$ cat src/dfpPkg.sv
// shared constants for the decimal floating-point rounding unit
// operands are BCD, eight mantissa digits plus one guard digit
// status nibble carries sign, NaN and infinity flags

package dfpPkg;

	// ------------------------------
	// digit counts and field widths
	// ------------------------------

	// mantissa digits, not counting the guard digit
	localparam int mantDigits = 8;
	localparam int expDigits = 4;

	// status nibble, upper bit reserved
	localparam int statWidth = 4;

	localparam int mantWidth = mantDigits * 4;
	localparam int expWidth = expDigits * 4;

	// input bus: status, exponent, mantissa, guard digit
	localparam int inWidth = statWidth + expWidth + mantWidth + 4;
	// output bus: status, exponent, mantissa
	localparam int outWidth = statWidth + expWidth + mantWidth;

	// ------------------------------
	// rounding modes
	// ------------------------------

	// codes 5 to 7 are unused and truncate like roundDown
	localparam logic [2:0] roundCeiling = 3'd0;
	localparam logic [2:0] roundFloor = 3'd1;
	localparam logic [2:0] roundHalfUp = 3'd2;
	localparam logic [2:0] roundHalfEven = 3'd3;
	localparam logic [2:0] roundDown = 3'd4;

	// ------------------------------
	// status nibble bits
	// ------------------------------

	// sign set means negative
	localparam int statSign = 2;
	localparam int statNan = 1;
	localparam int statInf = 0;

	// exponent value reserved for infinity, BCD 9999
	localparam logic [expWidth-1:0] expInfinite = 16'h9999;

endpackage

$ cat src/bcdAddN.sv
// combinational ripple BCD adder, digits set by parameter
// operands must be valid BCD, digits above 9 give undefined sums
// carry ripples through every digit, so long chains are slow

`timescale 1ns/1ps

module bcdAddN #(
	// number of BCD digits per operand
	parameter int digits = 8
) (
	input  logic                  ci,
	input  logic [digits*4-1:0]   a,
	input  logic [digits*4-1:0]   b,
	output logic [digits*4-1:0]   sum,
	output logic                  co
);

	// ------------------------------
	// digit carry chain
	// ------------------------------

	// carry[k] enters digit k, carry[digits] leaves the top digit
	logic [digits:0] carry;

	assign carry[0] = ci;

	for (genvar k = 0; k < digits; k++) begin : gDigit
		// plain binary sum of one digit pair, at most 9 + 9 + 1 = 19
		logic [4:0] raw;

		assign raw = {1'b0, a[k*4 +: 4]} + {1'b0, b[k*4 +: 4]} + {4'b0, carry[k]};

		// anything past 9 wraps to the next decimal digit
		assign carry[k+1] = (raw > 5'd9);

		// add six to skip the six unused codes A..F
		// the overflow out of bit 3 is the decimal carry above
		assign sum[k*4 +: 4] = carry[k+1] ? raw[3:0] + 4'd6 : raw[3:0];
	end

	// carry out of the most significant digit
	assign co = carry[digits];

endmodule

$ cat src/dfpRound.sv
// decimal floating-point rounding unit, three pipeline stages
// ce is the only flow control, every register holds while it is low
// exponent zero follows the normal carry rule, no denormal handling

`timescale 1ns/1ps

module dfpRound
	import dfpPkg::*;
(
	input  logic                clk,
	input  logic                arstN,
	input  logic                ce,
	input  logic [2:0]          rm,
	input  logic [inWidth-1:0]  i,
	output logic [outWidth-1:0] o
);

	// ------------------------------
	// input fields
	// ------------------------------

	// i is status, exponent, mantissa, guard digit from the top
	logic [statWidth-1:0]         statIn;
	logic [expWidth+mantWidth-1:0] expMantIn;
	logic [3:0]                   lastDigit;
	logic [3:0]                   guardDigit;

	assign statIn = i[inWidth-1 -: statWidth];
	assign expMantIn = i[inWidth-statWidth-1 -: expWidth+mantWidth];
	assign lastDigit = i[7:4];
	assign guardDigit = i[3:0];

	// ------------------------------
	// stage 1
	// ------------------------------

	logic                          rnd;
	logic [expWidth+mantWidth-1:0] expMant1;
	logic [statWidth-1:0]          stat3;

	roundDecide uDecide (
		.clk(clk), .arstN(arstN), .ce(ce),
		.rm(rm), .stat(statIn),
		.lastDigit(lastDigit), .guardDigit(guardDigit),
		.rnd(rnd)
	);

	// exponent and mantissa line up with rnd
	pipeDelay #(.T(logic [expWidth+mantWidth-1:0]), .depth(1)) uExpMantDly (
		.clk(clk), .arstN(arstN), .ce(ce), .d(expMantIn), .q(expMant1)
	);

	// status waits for the stage 3 selection
	pipeDelay #(.T(logic [statWidth-1:0]), .depth(2)) uStatDly (
		.clk(clk), .arstN(arstN), .ce(ce), .d(statIn), .q(stat3)
	);

	logic [mantWidth-1:0] mantSum;
	logic                 mantCarry;
	logic [expWidth-1:0]  expInc;

	// rounding adds rnd in at the lowest digit
	bcdAddN #(.digits(mantDigits)) uMantAdd (
		.ci(rnd), .a(expMant1[mantWidth-1:0]), .b('0),
		.sum(mantSum), .co(mantCarry)
	);

	// exponent plus one, used only on a mantissa carry
	bcdAddN #(.digits(expDigits)) uExpAdd (
		.ci(1'b1), .a(expMant1[expWidth+mantWidth-1:mantWidth]), .b('0),
		.sum(expInc), .co()
	);

	// ------------------------------
	// stages 2 and 3
	// ------------------------------

	logic [mantWidth-1:0] mantOut;
	logic [expWidth-1:0]  expOut;
	logic [statWidth-1:0] statOut;

	mantissaFixup uFixup (
		.clk(clk), .arstN(arstN), .ce(ce), .rnd(rnd),
		.mantIn(expMant1[mantWidth-1:0]),
		.expIn(expMant1[expWidth+mantWidth-1:mantWidth]),
		.mantSum(mantSum), .mantCarry(mantCarry), .expInc(expInc),
		.statIn(stat3),
		.mantOut(mantOut), .expOut(expOut), .statOut(statOut)
	);

	assign o = {statOut, expOut, mantOut};

endmodule

$ cat src/mantissaFixup.sv
// stages 2 and 3, registers the adder results then picks the output
// a mantissa carry renormalizes to 1 followed by zeros
// an exponent reaching 9999 gives infinity with a zero mantissa

`timescale 1ns/1ps

module mantissaFixup
	import dfpPkg::*;
(
	input  logic                 clk,
	input  logic                 arstN,
	input  logic                 ce,
	input  logic                 rnd,
	input  logic [mantWidth-1:0] mantIn,
	input  logic [expWidth-1:0]  expIn,
	input  logic [mantWidth-1:0] mantSum,
	input  logic                 mantCarry,
	input  logic [expWidth-1:0]  expInc,
	input  logic [statWidth-1:0] statIn,
	output logic [mantWidth-1:0] mantOut,
	output logic [expWidth-1:0]  expOut,
	output logic [statWidth-1:0] statOut
);

	// ------------------------------
	// stage 2 registers
	// ------------------------------

	logic [mantWidth-1:0] mantIn2;
	logic [expWidth-1:0]  expIn2;
	logic [mantWidth-1:0] mantSum2;
	logic                 carry2;
	logic [expWidth-1:0]  expInc2;
	logic                 rnd2;

	// rounded and unrounded values kept side by side
	always_ff @(posedge clk or negedge arstN) begin
		if (!arstN) begin
			mantIn2 <= '0;
			expIn2 <= '0;
			mantSum2 <= '0;
			carry2 <= 1'b0;
			expInc2 <= '0;
			rnd2 <= 1'b0;
		end else if (ce) begin
			mantIn2 <= mantIn;
			expIn2 <= expIn;
			mantSum2 <= mantSum;
			carry2 <= mantCarry;
			expInc2 <= expInc;
			rnd2 <= rnd;
		end
	end

	// ------------------------------
	// stage 3 selection
	// ------------------------------

	logic [mantWidth-1:0] mantNext;
	logic [expWidth-1:0]  expNext;
	logic [statWidth-1:0] statNext;

	always_comb begin
		// default is the unrounded value
		mantNext = mantIn2;
		expNext = expIn2;
		statNext = statIn;
		if (rnd2) begin
			if (!carry2) begin
				// no digit overflow, exponent unchanged
				mantNext = mantSum2;
			end else if (expInc2 == expInfinite) begin
				// overflow into the reserved exponent
				mantNext = '0;
				expNext = expInc2;
				statNext[statInf] = 1'b1;
			end else begin
				// new leading digit, shift right by one digit
				mantNext = {4'h1, mantSum2[mantWidth-1:4]};
				expNext = expInc2;
			end
		end
	end

	always_ff @(posedge clk or negedge arstN) begin
		if (!arstN) begin
			mantOut <= '0;
			expOut <= '0;
			statOut <= '0;
		end else if (ce) begin
			mantOut <= mantNext;
			expOut <= expNext;
			statOut <= statNext;
		end
	end

endmodule

$ cat src/pipeDelay.sv
// clock-enabled delay line, payload type and depth set by parameters
// depth must be at least 1, every stage clears to zero on reset

`timescale 1ns/1ps

module pipeDelay #(
	parameter type T = logic [7:0],
	parameter int depth = 1
) (
	input  logic clk,
	input  logic arstN,
	input  logic ce,
	input  T     d,
	output T     q
);

	// stage 0 is fed from d, last stage drives q
	T stages [depth];

	always_ff @(posedge clk or negedge arstN) begin
		if (!arstN) begin
			for (int k = 0; k < depth; k++) begin
				stages[k] <= '0;
			end
		end else if (ce) begin
			// whole chain advances together, holds while ce is low
			stages[0] <= d;
			for (int k = 1; k < depth; k++) begin
				stages[k] <= stages[k-1];
			end
		end
	end

	assign q = stages[depth-1];

endmodule

$ cat src/roundDecide.sv
// round-up decision for one guard digit, registered under ce
// NaN and infinity inputs are never rounded
// unused mode codes truncate

`timescale 1ns/1ps

module roundDecide
	import dfpPkg::*;
(
	input  logic                 clk,
	input  logic                 arstN,
	input  logic                 ce,
	input  logic [2:0]           rm,
	input  logic [statWidth-1:0] stat,
	input  logic [3:0]           lastDigit,
	input  logic [3:0]           guardDigit,
	output logic                 rnd
);

	// ------------------------------
	// decision logic
	// ------------------------------

	logic rndNext;
	logic special;
	logic negative;
	logic guardNonZero;

	// special values pass through as they are
	assign special = stat[statNan] | stat[statInf];
	assign negative = stat[statSign];
	assign guardNonZero = (guardDigit != 4'd0);

	always_comb begin
		rndNext = 1'b0;
		if (!special) begin
			case (rm)
				// toward +inf, only positive values grow
				roundCeiling:  rndNext = guardNonZero & ~negative;
				// toward -inf, magnitude grows for negative values
				roundFloor:    rndNext = guardNonZero & negative;
				roundHalfUp:   rndNext = (guardDigit >= 4'd5);
				// exact tie goes to the even neighbour
				roundHalfEven: begin
					if (guardDigit == 4'd5) begin
						rndNext = lastDigit[0];
					end else begin
						rndNext = (guardDigit > 4'd5);
					end
				end
				roundDown:     rndNext = 1'b0;
				// codes 5..7 behave like truncation
				default:       rndNext = 1'b0;
			endcase
		end
	end

	// ------------------------------
	// stage 1 register
	// ------------------------------

	always_ff @(posedge clk or negedge arstN) begin
		if (!arstN) begin
			rnd <= 1'b0;
		end else if (ce) begin
			rnd <= rndNext;
		end
	end

endmodule

$ cat config.mk
export PLATFORM = sky130hd
export DESIGN_NAME = dfpRound
export DESIGN_NICKNAME = d
export VERILOG_FILES = /design/src/dfpPkg.sv /design/src/bcdAddN.sv /design/src/dfpRound.sv /design/src/mantissaFixup.sv /design/src/pipeDelay.sv /design/src/roundDecide.sv
export SDC_FILE = /design/constraint.sdc
export NUM_CORES = 1
export LEC_CHECK = 0
export BUFFER_PORTS_ARGS = -buffer_cell sky130_fd_sc_hd__buf_4
export CAP_MARGIN = 25
export CORE_AREA = 2 2 165 167
export CTS_CLUSTER_SIZE = 8
export DETAILED_ROUTE_END_ITERATION = 10
export DIE_AREA = 0 0 167 169
export MAX_ROUTING_LAYER = met4
export PLACE_DENSITY = 0.66
export REMOVE_ABC_BUFFERS = 1
export SYNTH_ARGS = -nofsm -noshare
export SYNTH_HDL_FRONTEND = slang
export SYNTH_SLANG_ARGS = --single-unit
$ cat constraint.sdc
create_clock -name clk -period 22.2 [get_ports clk]
set_input_delay 1.11 -clock clk [delete_from_list [all_inputs] [get_ports clk]]
set_output_delay 1.11 -clock clk [all_outputs]
set_load 0.005 [all_outputs]
==> results of run 1 <==
[worst max-delay path by stage]
stage | from | to | slack (ns)
floorplan | uDecide.rnd | uFixup.mantSum2[30] | 9.88
global placement | uDecide.rnd | uFixup.mantSum2[30] | 9.17
detailed placement | uDecide.rnd | uFixup.mantSum2[30] | 8.53
CTS | uDecide.rnd | uFixup.mantSum2[31] | 8.51
global route | uDecide.rnd | uFixup.mantSum2[30] | 7.27
finish | uDecide.rnd | uFixup.mantSum2[31] | 8.48
[sequential cells by signal (all words and copies together), names as in the netlist]
name,flops
uDecide.rnd,1
uStatDly.stages,4
uFixup.mantSum2,32
uFixup.mantIn2,32
uFixup.mantOut,32
uStatDly.q,4
uFixup.expInc2,16
uFixup.carry2,1
uFixup.rnd2,1
uFixup.statOut,4
uExpMantDly.q,48
uFixup.expIn2,16
uFixup.expOut,16
[power breakdown]
group | switching [mW] | internal [mW] | total (mW) | leakage (nW)
Clock | 0.154 | 0.227 | 0.381 | 0.363
Sequential | 0.0617 | 0.449 | 0.510 | 2.41
Combinational | 0.127 | 0.144 | 0.271 | 2.60
[final cells by class]
class                           count  area, µm²
Multi-Input combinational cell    636       4881
Sequential cell                   207       5180
Timing Repair Buffer              120      934.6
Clock inverter                      1      8.758
Clock buffer                       30      729.5
Tap cell                          341      426.7
Fill cell                        2467      14220
Inverter                           33      123.9
[worst register-to-register path: cells and delay by family, from the launching register on]
kind	cells	cell delay [ns]
XOR/XNOR	8	1.65
AO/OA/AOI/OAI	12	2.81
flip-flops	1	0.40
buffers and inverters	2	0.15
adder cells (fa/ha/maj)	24	5.90
AND/OR/NAND/NOR	13	2.75
[logic make-up (layout without fill, tap and decap cells)]
group	after synthesis	after routing	share of synthesized area, %
buf+inv	89	184	3.521
xor+xnor	30	30	2.523
mux	140	140	14.90
flops	207	207	49.75
compound gates	215	215	14.53
simple gates	212	212	10.09
fa+ha+maj	39	39	4.686
[cells in the final DEF (no fill, tap or decap), drive strengths merged, types with 3 or more instances in the layout]
master  netlist  layout
or3b          3       3
nand3        23      23
mux2i        20      20
o21bai        6       6
and3          5       5
nor4bb        6       6
nor2b        17      17
a221oi        4       4
dfrtp       207     207
xor2          8       8
a21boi        6       6
a21oi        71      71
a222oi       28      28
ha           39      39
xnor2        22      22
buf          17     119
nand2b       12      12
nand2        34      34
o31ai         3       3
inv          31      32
o21a          3       3
nor2         84      84
o21ai        27      27
o211ai       14      14
a311o         5       5
nor3          6       6
a21o          5       5
a31oi        14      14
clkbuf       39      31
nand4         6       6
a31o          3       3
nand3b        3       3
mux2        120     120
o22a          6       6
o221ai        4       4
[stage by stage]
step                setup slack (ns)  hold WS, ns
detailed placement             8.532       0.4810
finish                         8.476       0.4891
floorplan                      9.882       0.4644
CTS                            8.512       0.4937
global route                   7.274       0.5132
global placement               9.174       0.4742
[metal layers]
metal / vias up / wire, µm
li1: 3605 / -
met1: 3700 / 10860
met2: 170 / 10970
met3: 40 / 1049
met4: 0 / 404
met5: - / 0
==> out/metrics.csv, run 1 <==
metric;value;unit
drt wl/cell;17.02;µm
Longest Clk Path Bufs;3;
Die Span Y;169;µm
post-route clock skew;0.02635;ns
CTS tree;built;
GR Util met3;2.338;%
CP arrival;14.19;ns
Slowest cell on crit path;or4b_1;
Iter 0 DRT Violations;592;
gr ovfl total;0;
family with the most delay on the worst path;adder cells;
Post-synth ARST share;100.0;%
crit end category;flip-flop;
I/O Buffers;113;
diode count;0;
Post-synth EDFFs;0;
H-tree depth;1;
most common cell in the netlist;dfrtp_1;
placed cell count;1336;
post-CTS setup buffer count;0;
Seq cells post-synth;207;
vias per cell;5.493;
Slew headroom;34.70;%
FF-to-FF Start;uDecide.rnd;
Main synth FF type;dfrtp_1;
Slew Viols, Final;0;
sequential share of the synthesized area;49.75;%
Post-DRT Antenna Nets;0;
instance area at placement;0.01152;mm²
crit-path max cell delay;0.55;ns
CP required;22.66;ns
Post-Syn Area per Cell;11.17;µm²
routing usage on met1;23.68;%
Overall Global Routing Usage;17.06;%
commonest cells in the netlist;dfrtp_1, mux2_2, nor2_1;
cts bufs inserted;29;
largest fanout on the critical path;7;
DRC violations left;0;
hold path cells;1;
LEAKAGE;5.371;nW
FMAX;72.87;MHz
Final Hold Fails;0;
Post-Syn Area;0.01041;mm²
Initial Util;39.29;%
Area Overhead vs Synth;17.98;%
met2 Resource Use GR;26.68;%
critical path type;flip-flop to flip-flop;
Final Non-Filler Cells;1368;
R2R depth;59;
antenna violations before repair;0;
GPL Wtd Cong;0.8850;
Endpoint, Worst Hold;uFixup.mantSum2[2];
fin crit period;13.72;ns
total negative setup slack;0;ns
Hold Buf Count CTS;0;
run status;complete, no violations;
Startpoint Class;flip-flop;
Routed WL;23.29;mm
leading area contributor after synthesis;dfrtp_1;
CP bufs+invs;2;
Yosys top cell area share;49.75;%
vias in the first global route;7393;
worst vdd ir;0.00004922;V
Max-Cap Viols;0;
core area;0.02650;mm²
DRT Pass-1 Iters;6;
PD cells;94.57;mW/mm²
RSZ-0062 raised after global routing;false;
synth unique cells;66;
reg2reg setup slack;8.48;ns
reg2reg end;uFixup.mantSum2[31];
Boundary Pins;114;
post-cts sizing count;0;
Clock Latency Late Sink;0.54;ns
Top Usage Layer GRT;met2;
Least-Margin Pin Slew;0.9772;ns
Die Width;167;µm
total power;1.162;mW
Nets;1128;
share of post-route cells with drive strength above 1;28.04;%
first-pass GRT wire length;39.07;mm
crit share post-route;61.82;%
cell repeated most along the worst path;ha_1;
final instance area;0.01228;mm²
Reg clk slew, reported paths;0.05;ns
hold crit path type;flip-flop to flip-flop;
CTS Root Cell;clkbuf_16;
final setup fails;0;
Mapped Cells;932;
Vias;7515;
Ys Warns;0;
largest net degree at the start of global routing;134;
Worst Min Path Start;uFixup.mantSum2[2];
num rows;60;
Final HPWL DP;15.19;mm
Crit. path cell count;59;
clk sinks;207;
die area;0.02822;mm²
top cells by area, synth;dfrtp_1, mux2_2, ha_1;
Util after Layout;46.36;%
(Power assumes the default switching activity.)
==> inputs of run 2 (changes only) <==
--- a/config.mk
+++ b/config.mk
@@ -5,14 +5,15 @@
 export SDC_FILE = /design/constraint.sdc
 export NUM_CORES = 1
 export LEC_CHECK = 0
+export ABC_AREA = 1
 export BUFFER_PORTS_ARGS = -buffer_cell sky130_fd_sc_hd__buf_4
 export CAP_MARGIN = 25
-export CORE_AREA = 2 2 165 167
+export CORE_AREA = 2 2 167 169
 export CTS_CLUSTER_SIZE = 8
 export DETAILED_ROUTE_END_ITERATION = 10
-export DIE_AREA = 0 0 167 169
+export DIE_AREA = 0 0 169 171
 export MAX_ROUTING_LAYER = met4
-export PLACE_DENSITY = 0.66
+export PLACE_DENSITY = 0.68
 export REMOVE_ABC_BUFFERS = 1
 export SYNTH_ARGS = -nofsm -noshare
 export SYNTH_HDL_FRONTEND = slang
==> constraint.sdc (replaced) <==
create_clock -name clk -period 11 [get_ports clk]
set_input_delay 0.55 -clock clk [delete_from_list [all_inputs] [get_ports clk]]
set_output_delay 0.55 -clock clk [all_outputs]
set_load 0.005 [all_outputs]
==> run 2 against run 1 <==
- routed wire length increased by 11%
- global-route usage increased by 1.6 points
- sequential cell count unchanged
- power increased by 85%
- sequential share of layout area decreased by 0.59 points
- utilization decreased by 0.75 points
- hold slack got worse by 0.44 ns
- largest cell class unchanged
- clock skew decreased by 0.0027 ns
- via count increased by 20%
- sequential power increased by 87%
- die area increased by 2.4%
- critical endpoint is now uFixup.mantSum2[29]
==> out/metrics.csv, run 2 <==
metric;value;unit;change
Slew Viols, Final;0;;unchanged
crit end category;flip-flop;;
Mapped Cells;1340;;+44%
Seq cells post-synth;207;;unchanged
clk sinks;207;;unchanged
Area Overhead vs Synth;17.05;%;
fin crit period;9.975;ns;-3.748 ns
Post-synth EDFFs;0;;unchanged
LEAKAGE;6.139;nW;+14%
cts bufs inserted;29;;unchanged
Worst Setup EP;uFixup.mantSum2[29];;
R2R depth;84;;+42%
Final HPWL DP;16.76;mm;+10%
multi-input combinational cell area;0.004673;mm²;-4.3%
PD cells;172.2;mW/mm²;+82%
DRT Pass-1 Iters;6;;unchanged
H-tree depth;1;;unchanged
Startpoint Class;flip-flop;;
Hold Buf Count CTS;0;;unchanged
CTS Root Cell;clkbuf_16;;
I/O Buffers;113;;unchanged
DRC violations left;0;;unchanged
Max-Cap Viols;0;;unchanged
final hold slack;0.04954;ns;-0.4395 ns
FF-to-FF Start;uDecide.rnd;;
run status;complete, no violations;;
first-pass GRT wire length;43.36;mm;+11%
Overall Global Routing Usage;18.64;%;+1.6 points
CTS tree;built;;
Slowest cell on crit path;dfrtp_1;;
vias per cell;5.076;;-7.6%
diode count;0;;unchanged
net switching power figure;0.6397;mW;+87%
largest net degree at the start of global routing;111;;-17%
drt wl/cell;14.53;µm;-15%
antenna violations before repair;0;;unchanged
Main synth FF type;dfrtp_1;;
crit path launch;uDecide.rnd;;
core area;0.02732;mm²;+3.1%
combinational power share;19.9;%;-3.4 points
commonest non-fill, non-tap cell in the layout;nand2_1;;
RSZ-0062 raised after global routing;false;;
Yosys top cell area share;48.66;%;-1.1 points
Die Width;169;µm;+1.2%
Clock Latency Late Sink;0.54;ns;about the same
Clock Power Share;35.7;%;+2.9 points
post-route clock skew;0.02369;ns;-0.002660 ns
Boundary Pins;114;;unchanged
final setup fails;0;;unchanged
cell repeated most along the worst path;nand2_1;;
Vias;9025;;+20%
Final Hold Fails;0;;unchanged
sequential share of the synthesized area;48.66;%;-1.1 points
fillers;2738;;+11%
reg2reg setup slack;1.02;ns;-7.45 ns
Longest Clk Path Bufs;3;;unchanged
GPL Wtd Cong;0.9324;;+5.4%
Die Span Y;171;µm;+1.2%
Nets;1532;;+36%
flip-flop and latch area;0.005181;mm²;about the same
Post-Syn Area;0.01065;mm²;+2.2%
reg2reg end;uFixup.mantSum2[29];;
Initial Util;38.96;%;-0.33 points
num rows;61;;+1.7%
Slew headroom;38.60;%;+3.9 points
most common cell in the netlist;nand2_1;;
crit-path max cell delay;0.39;ns;-0.16 ns
crit share post-route;90.69;%;+29 points
CP required;11.43;ns;-11.23 ns
number of flip-flops under the largest register name;48;;unchanged
Routed WL;25.83;mm;+11%
gr ovfl total;0;;unchanged
hold crit path type;input pin to async pin;;
Post-Syn Area per Cell;7.944;µm²;-29%
Iter 0 DRT Violations;695;;+17%
sequential share of power;44.4;%;+0.5 points
Post-synth ARST share;100.0;%;unchanged
Reg clk slew, reported paths;0.05;ns;about the same
commonest non-fill, non-tap cells in the layout;nand2_1, dfrtp_1, inv_1, buf_4, o21ai_0;;
CP arrival;10.40;ns;-3.79 ns
commonest cells in the netlist;nand2_1, dfrtp_1, inv_1;;
P_int;1.505;mW;+84%
FMAX;100.2;MHz;+38%
worst vdd ir;0.00009485;V;+93%
Least-Margin Pin Slew;0.9200;ns;-0.05718 ns
synth unique cells;33;;-50%
Sw Share;29.82;%;+0.37 points
vias in the first global route;8707;;+18%
share of post-route cells with drive strength above 1;15.43;%;-13 points
leading area contributor after synthesis;dfrtp_1;;
total negative setup slack;0;ns;unchanged
critical path type;flip-flop to flip-flop;;
Ys Warns;0;;unchanged
die area;0.02890;mm²;+2.4%
largest fanout on the critical path;4;;-3
top cells by area, synth;dfrtp_1, nand2_1, o21ai_0;;
Post-DRT Antenna Nets;0;;unchanged
run 2: changes by cell type in the layout (fill, tap and decap cells not counted), moves of 16 or more:
cell,delta
nand2_1,+378
mux2_2,-120
inv_1,+97
o21ai_0,+84
nand3_1,+69
a222oi_1,-28
xnor2_1,-22
nand3_2,+21
mux2i_1,-20
nand2_2,+19
nor2b_1,-16
run 2: through the flow:
step | instance area, µm² | std cells | setup slack (ns) | util, % | total power, mW
floorplan | 10310 | 1279 | 2.015 | - | 1.203
global placement | 11660 | 1745 | 1.533 | 42.69 | 1.369
detailed placement | 11660 | 1745 | 0.9114 | 42.69 | 1.386
CTS | 12410 | 1777 | 0.8638 | 45.40 | 2.166
global route | 12460 | 1778 | 0.02921 | 45.60 | 2.285
finish | 12460 | 1778 | 1.025 | 45.60 | 2.145
run 2: per-layer routing:
metal | global-route usage (%) | part of all wire, % | vias up
met2 | 29.01 | 46 | 218
met4 | 4.757 | 2.3 | 0
met3 | 2.545 | 4.6 | 44
met1 | 25.86 | 47 | 4257
li1 | - | - | 4506
met5 | - | 0 | -
run 2: kinds of logic (layout without fill, tap and decap cells):
group | count (synthesis) | count (layout) | share of synthesized area [%]
and+or+nand+nor | 659 | 659 | 26.73
adders and majority gates | 39 | 39 | 4.584
xor gates and xnor gates | 1 | 1 | 0.08229
DFF | 207 | 207 | 48.66
AOI/OAI and AO/OA | 238 | 238 | 12.06
buffers and inverters | 196 | 288 | 7.887
run 2: worst max-delay path, delay by kind of cell (launching register included):
| kind | cells | cell delay (ns) |
|---|---|---|
| and+or+nand+nor | 42 | 3.61 |
| buffers and inverters | 17 | 0.98 |
| DFF | 1 | 0.39 |
| adders and majority gates | 24 | 4.86 |
| AOI/OAI and AO/OA | 1 | 0.06 |
run 2: power by group through the flow:
stage | Combinational (mW) | Clock (mW) | Sequential, mW
floorplan | 0.260 | 0 | 0.943
global route | 0.494 | 0.826 | 0.966
CTS | 0.426 | 0.788 | 0.952
global placement | 0.410 | 0 | 0.960
finish | 0.427 | 0.766 | 0.953
detailed placement | 0.423 | 0 | 0.963
run 2: timing repair:
| action | in CTS | in global routing |
|---|---|---|
| setup buffers | 0 | 1 |
| resized for setup | 0 | 14 |
| setup endpoints to repair | 0 | 4 |
run 2: worst min-delay path by stage:
stage	startpoint	to	slack, ns	cells after the start
finish	arstN	uFixup.mantOut[18]	0.05	1
global route	arstN	uExpMantDly.q[17]	0.09	1
CTS	arstN	uFixup.mantIn2[4]	0.07	1
detailed placement	uFixup.expIn2[13]	uFixup.expIn2[13]	0.46	2
global placement	uFixup.expIn2[12]	uFixup.expIn2[12]	0.45	2
floorplan	arstN	uDecide.rnd	0.25	0
run 2: cell type report:
type | instances | area share, %
clock buffers | 31 | 5.884
clock inverters | 1 | 0.07029
inverters | 135 | 4.097
multi-input cells | 937 | 37.50
flip-flops and latches | 207 | 41.58
well taps | 346 | 3.474
repair buffers | 121 | 7.390
==> inputs of run 3 (changes only) <==
--- a/config.mk
+++ b/config.mk
@@ -5,15 +5,14 @@
 export SDC_FILE = /design/constraint.sdc
 export NUM_CORES = 1
 export LEC_CHECK = 0
-export ABC_AREA = 1
 export BUFFER_PORTS_ARGS = -buffer_cell sky130_fd_sc_hd__buf_4
 export CAP_MARGIN = 25
-export CORE_AREA = 2 2 167 169
+export CORE_AREA = 2 2 165 167
 export CTS_CLUSTER_SIZE = 8
 export DETAILED_ROUTE_END_ITERATION = 10
-export DIE_AREA = 0 0 169 171
+export DIE_AREA = 0 0 167 169
 export MAX_ROUTING_LAYER = met4
-export PLACE_DENSITY = 0.68
+export PLACE_DENSITY = 0.69
 export REMOVE_ABC_BUFFERS = 1
 export SYNTH_ARGS = -nofsm -noshare
 export SYNTH_HDL_FRONTEND = slang
==> run 3 against run 2 <==
- largest power group unchanged
- non-clock buffer count up 95
- clock power about the same
- critical path type unchanged
- utilization up 5.6 points
- combinational power up 72%
==> out/metrics.csv, run 3 (synthesis gave the netlist of run 1 again) <==
metric;value;unit;change
Max-Cap Viols;0;;unchanged
Overall Global Routing Usage;17.75;%;-0.89 points
CP required;11.47;ns;+0.04 ns
run status;complete, no violations;;
Longest Clk Path Bufs;3;;unchanged
CP bufs+invs;4;;-13
Final Hold Fails;0;;unchanged
Boundary Pins;114;;unchanged
crit-path max cell delay;0.54;ns;+0.15 ns
CP arrival;11.35;ns;+0.95 ns
core area;0.02650;mm²;-3.0%
fin crit period;10.88;ns;+0.9027 ns
crit share post-route;98.89;%;+8.2 points
Clock Power Share;30.2;%;-5.5 points
DRT Pass-1 Iters;8;;+2
cts bufs inserted;29;;unchanged
Die Span Y;169;µm;-1.2%
flip-flop and latch area;0.005180;mm²;about the same
CTS Root Cell;clkbuf_16;;
Slowest cell on crit path;or4b_4;;
Iter 0 DRT Violations;532;;-23%
Hold Buf Count CTS;0;;unchanged
final instance area;0.01358;mm²;+9.0%
CTS tree;built;;
Area Overhead vs Synth;30.41;%;
worst vdd ir;0.0001217;V;+28%
Slew headroom;33.86;%;-4.7 points
multi-input combinational cell area;0.005428;mm²;+16%
clk sinks;207;;unchanged
vias per cell;5.464;;+7.7%
Startpoint Class;flip-flop;;
H-tree depth;1;;unchanged
Post-DRT Antenna Nets;0;;unchanged
combinational power share;28.9;%;+9.0 points
commonest non-fill, non-tap cells in the layout;buf_4, dfrtp_1, mux2_2, nor2_1, a21oi_1;;
GPL Wtd Cong;0.9339;;+0.16%
antenna violations before repair;0;;unchanged
gr ovfl total;0;;unchanged
num rows;60;;-1.6%
FMAX;91.93;MHz;-8.3%
Initial Util;39.29;%;+0.33 points
largest fanout on the critical path;6;;+2
hold crit path type;input pin to async pin;;
share of post-route cells with drive strength above 1;39.80;%;+24 points
Util after Layout;51.24;%;+5.6 points
Reg clk slew, reported paths;0.05;ns;about the same
post-route clock skew;0.03753;ns;+0.01384 ns
final hold slack;0.009365;ns;-0.04018 ns
P_int;1.783;mW;+18%
Least-Margin Pin Slew;0.9897;ns;+0.06975 ns
net switching power figure;0.7597;mW;+19%
critical path type;flip-flop to flip-flop;;
family with the most delay on the worst path;adder cells;;
drt wl/cell;17.66;µm;+22%
Slew Viols, Final;0;;unchanged
Routed WL;25.85;mm;about the same
Nets;1224;;-20%
DRC violations left;0;;unchanged
cell repeated most along the worst path;ha_4;;
final setup fails;0;;unchanged
commonest non-fill, non-tap cell in the layout;buf_4;;
fillers;2317;;-15%
vias in the first global route;7894;;-9.3%
I/O Buffers;113;;unchanged
diode count;0;;unchanged
PD cells;187.3;mW/mm²;+8.8%
instance area at placement;0.01207;mm²;+3.5%
RSZ-0062 raised after global routing;true;;
Die Width;167;µm;-1.2%
Sw Share;29.87;%;+0.053 points
Clock Latency Late Sink;0.55;ns;about the same
crit end category;flip-flop;;
die area;0.02822;mm²;-2.3%
sequential share of power;40.9;%;-3.5 points
total negative setup slack;0;ns;unchanged
number of flip-flops under the largest register name;48;;unchanged
Final HPWL DP;16.14;mm;-3.7%
largest net degree at the start of global routing;126;;+14%
Vias;8000;;-11%
first-pass GRT wire length;40.50;mm;-6.6%
LEAKAGE;5.937;nW;-3.3%
run 3: final timing paths:
check,start,cells after the start,to,slack (ns)
max,uExpMantDly.q[0],59,uFixup.mantSum2[31],0.12
min,arstN,1,uExpMantDly.q[45],0.009
max reg2reg,uExpMantDly.q[0],59,uFixup.mantSum2[31],0.12
min reg2reg,uFixup.mantSum2[3],1,uFixup.mantSum2[3],0.49
max in group asynchronous,arstN,3,uExpMantDly.q[21],10.04
min in group clk,i[14],3,uExpMantDly.q[10],0.22
run 3: final cells by class:
type / instances / share of cell area [%]
multi-input cells: 636 / 39.97
flip-flops and latches: 207 / 38.15
repair buffers: 216 / 12.39
clock buffers: 30 / 5.372
well taps: 341 / 3.142
inverters: 33 / 0.9122
clock inverters: 1 / 0.06450
run 3: worst reg2reg max path, delay by kind of cell, from the launching register on:
kind            cells  cell delay, ns
flops               1            0.38
buf+inv             4            0.23
fa+ha+maj          24            4.56
xor+xnor            6            0.92
compound gates     12            2.44
simple gates       13            2.30
run 3: stage by stage:
stage	setup slack [ns]	total power [mW]	cells
5_1_grt	-0.2982	2.686	1464
3_5_place_dp	-1.101	1.666	1409
2_1_floorplan	-1.318	1.366	876
6_report	0.1219	2.543	1464
4_1_cts	0.02147	2.502	1446
3_3_place_gp	-0.5559	1.645	1409
run 3: layer usage:
| layer | wire [µm] | vias up | global-route usage [%] |
|---|---|---|---|
| li1 | - | 3802 | - |
| met5 | 0 | - | - |
| met2 | 12670 | 182 | 29.31 |
| met4 | 459 | 0 | 4.235 |
| met1 | 11530 | 3976 | 23.35 |
| met3 | 1181 | 40 | 2.385 |
run 3: what timing repair did:
item / CTS / global route
cloned: 0 / 0
hold endpoints to repair: 0 / 0
setup endpoints to repair: 7 / 4
gates resized for setup: 60 / 44
buffers inserted: 6 / 16
pin swaps: 15 / 35
run 3: power by group through the flow:
| stage | sequential, mW | combinational (mW) | clock, mW |
|---|---|---|---|
| after floorplan | 0.999 | 0.367 | 0 |
| after global placement | 1.04 | 0.606 | 0 |
| after detailed placement | 1.04 | 0.622 | 0 |
| after CTS | 1.04 | 0.674 | 0.791 |
| after global routing | 1.06 | 0.804 | 0.825 |
| final | 1.04 | 0.735 | 0.768 |
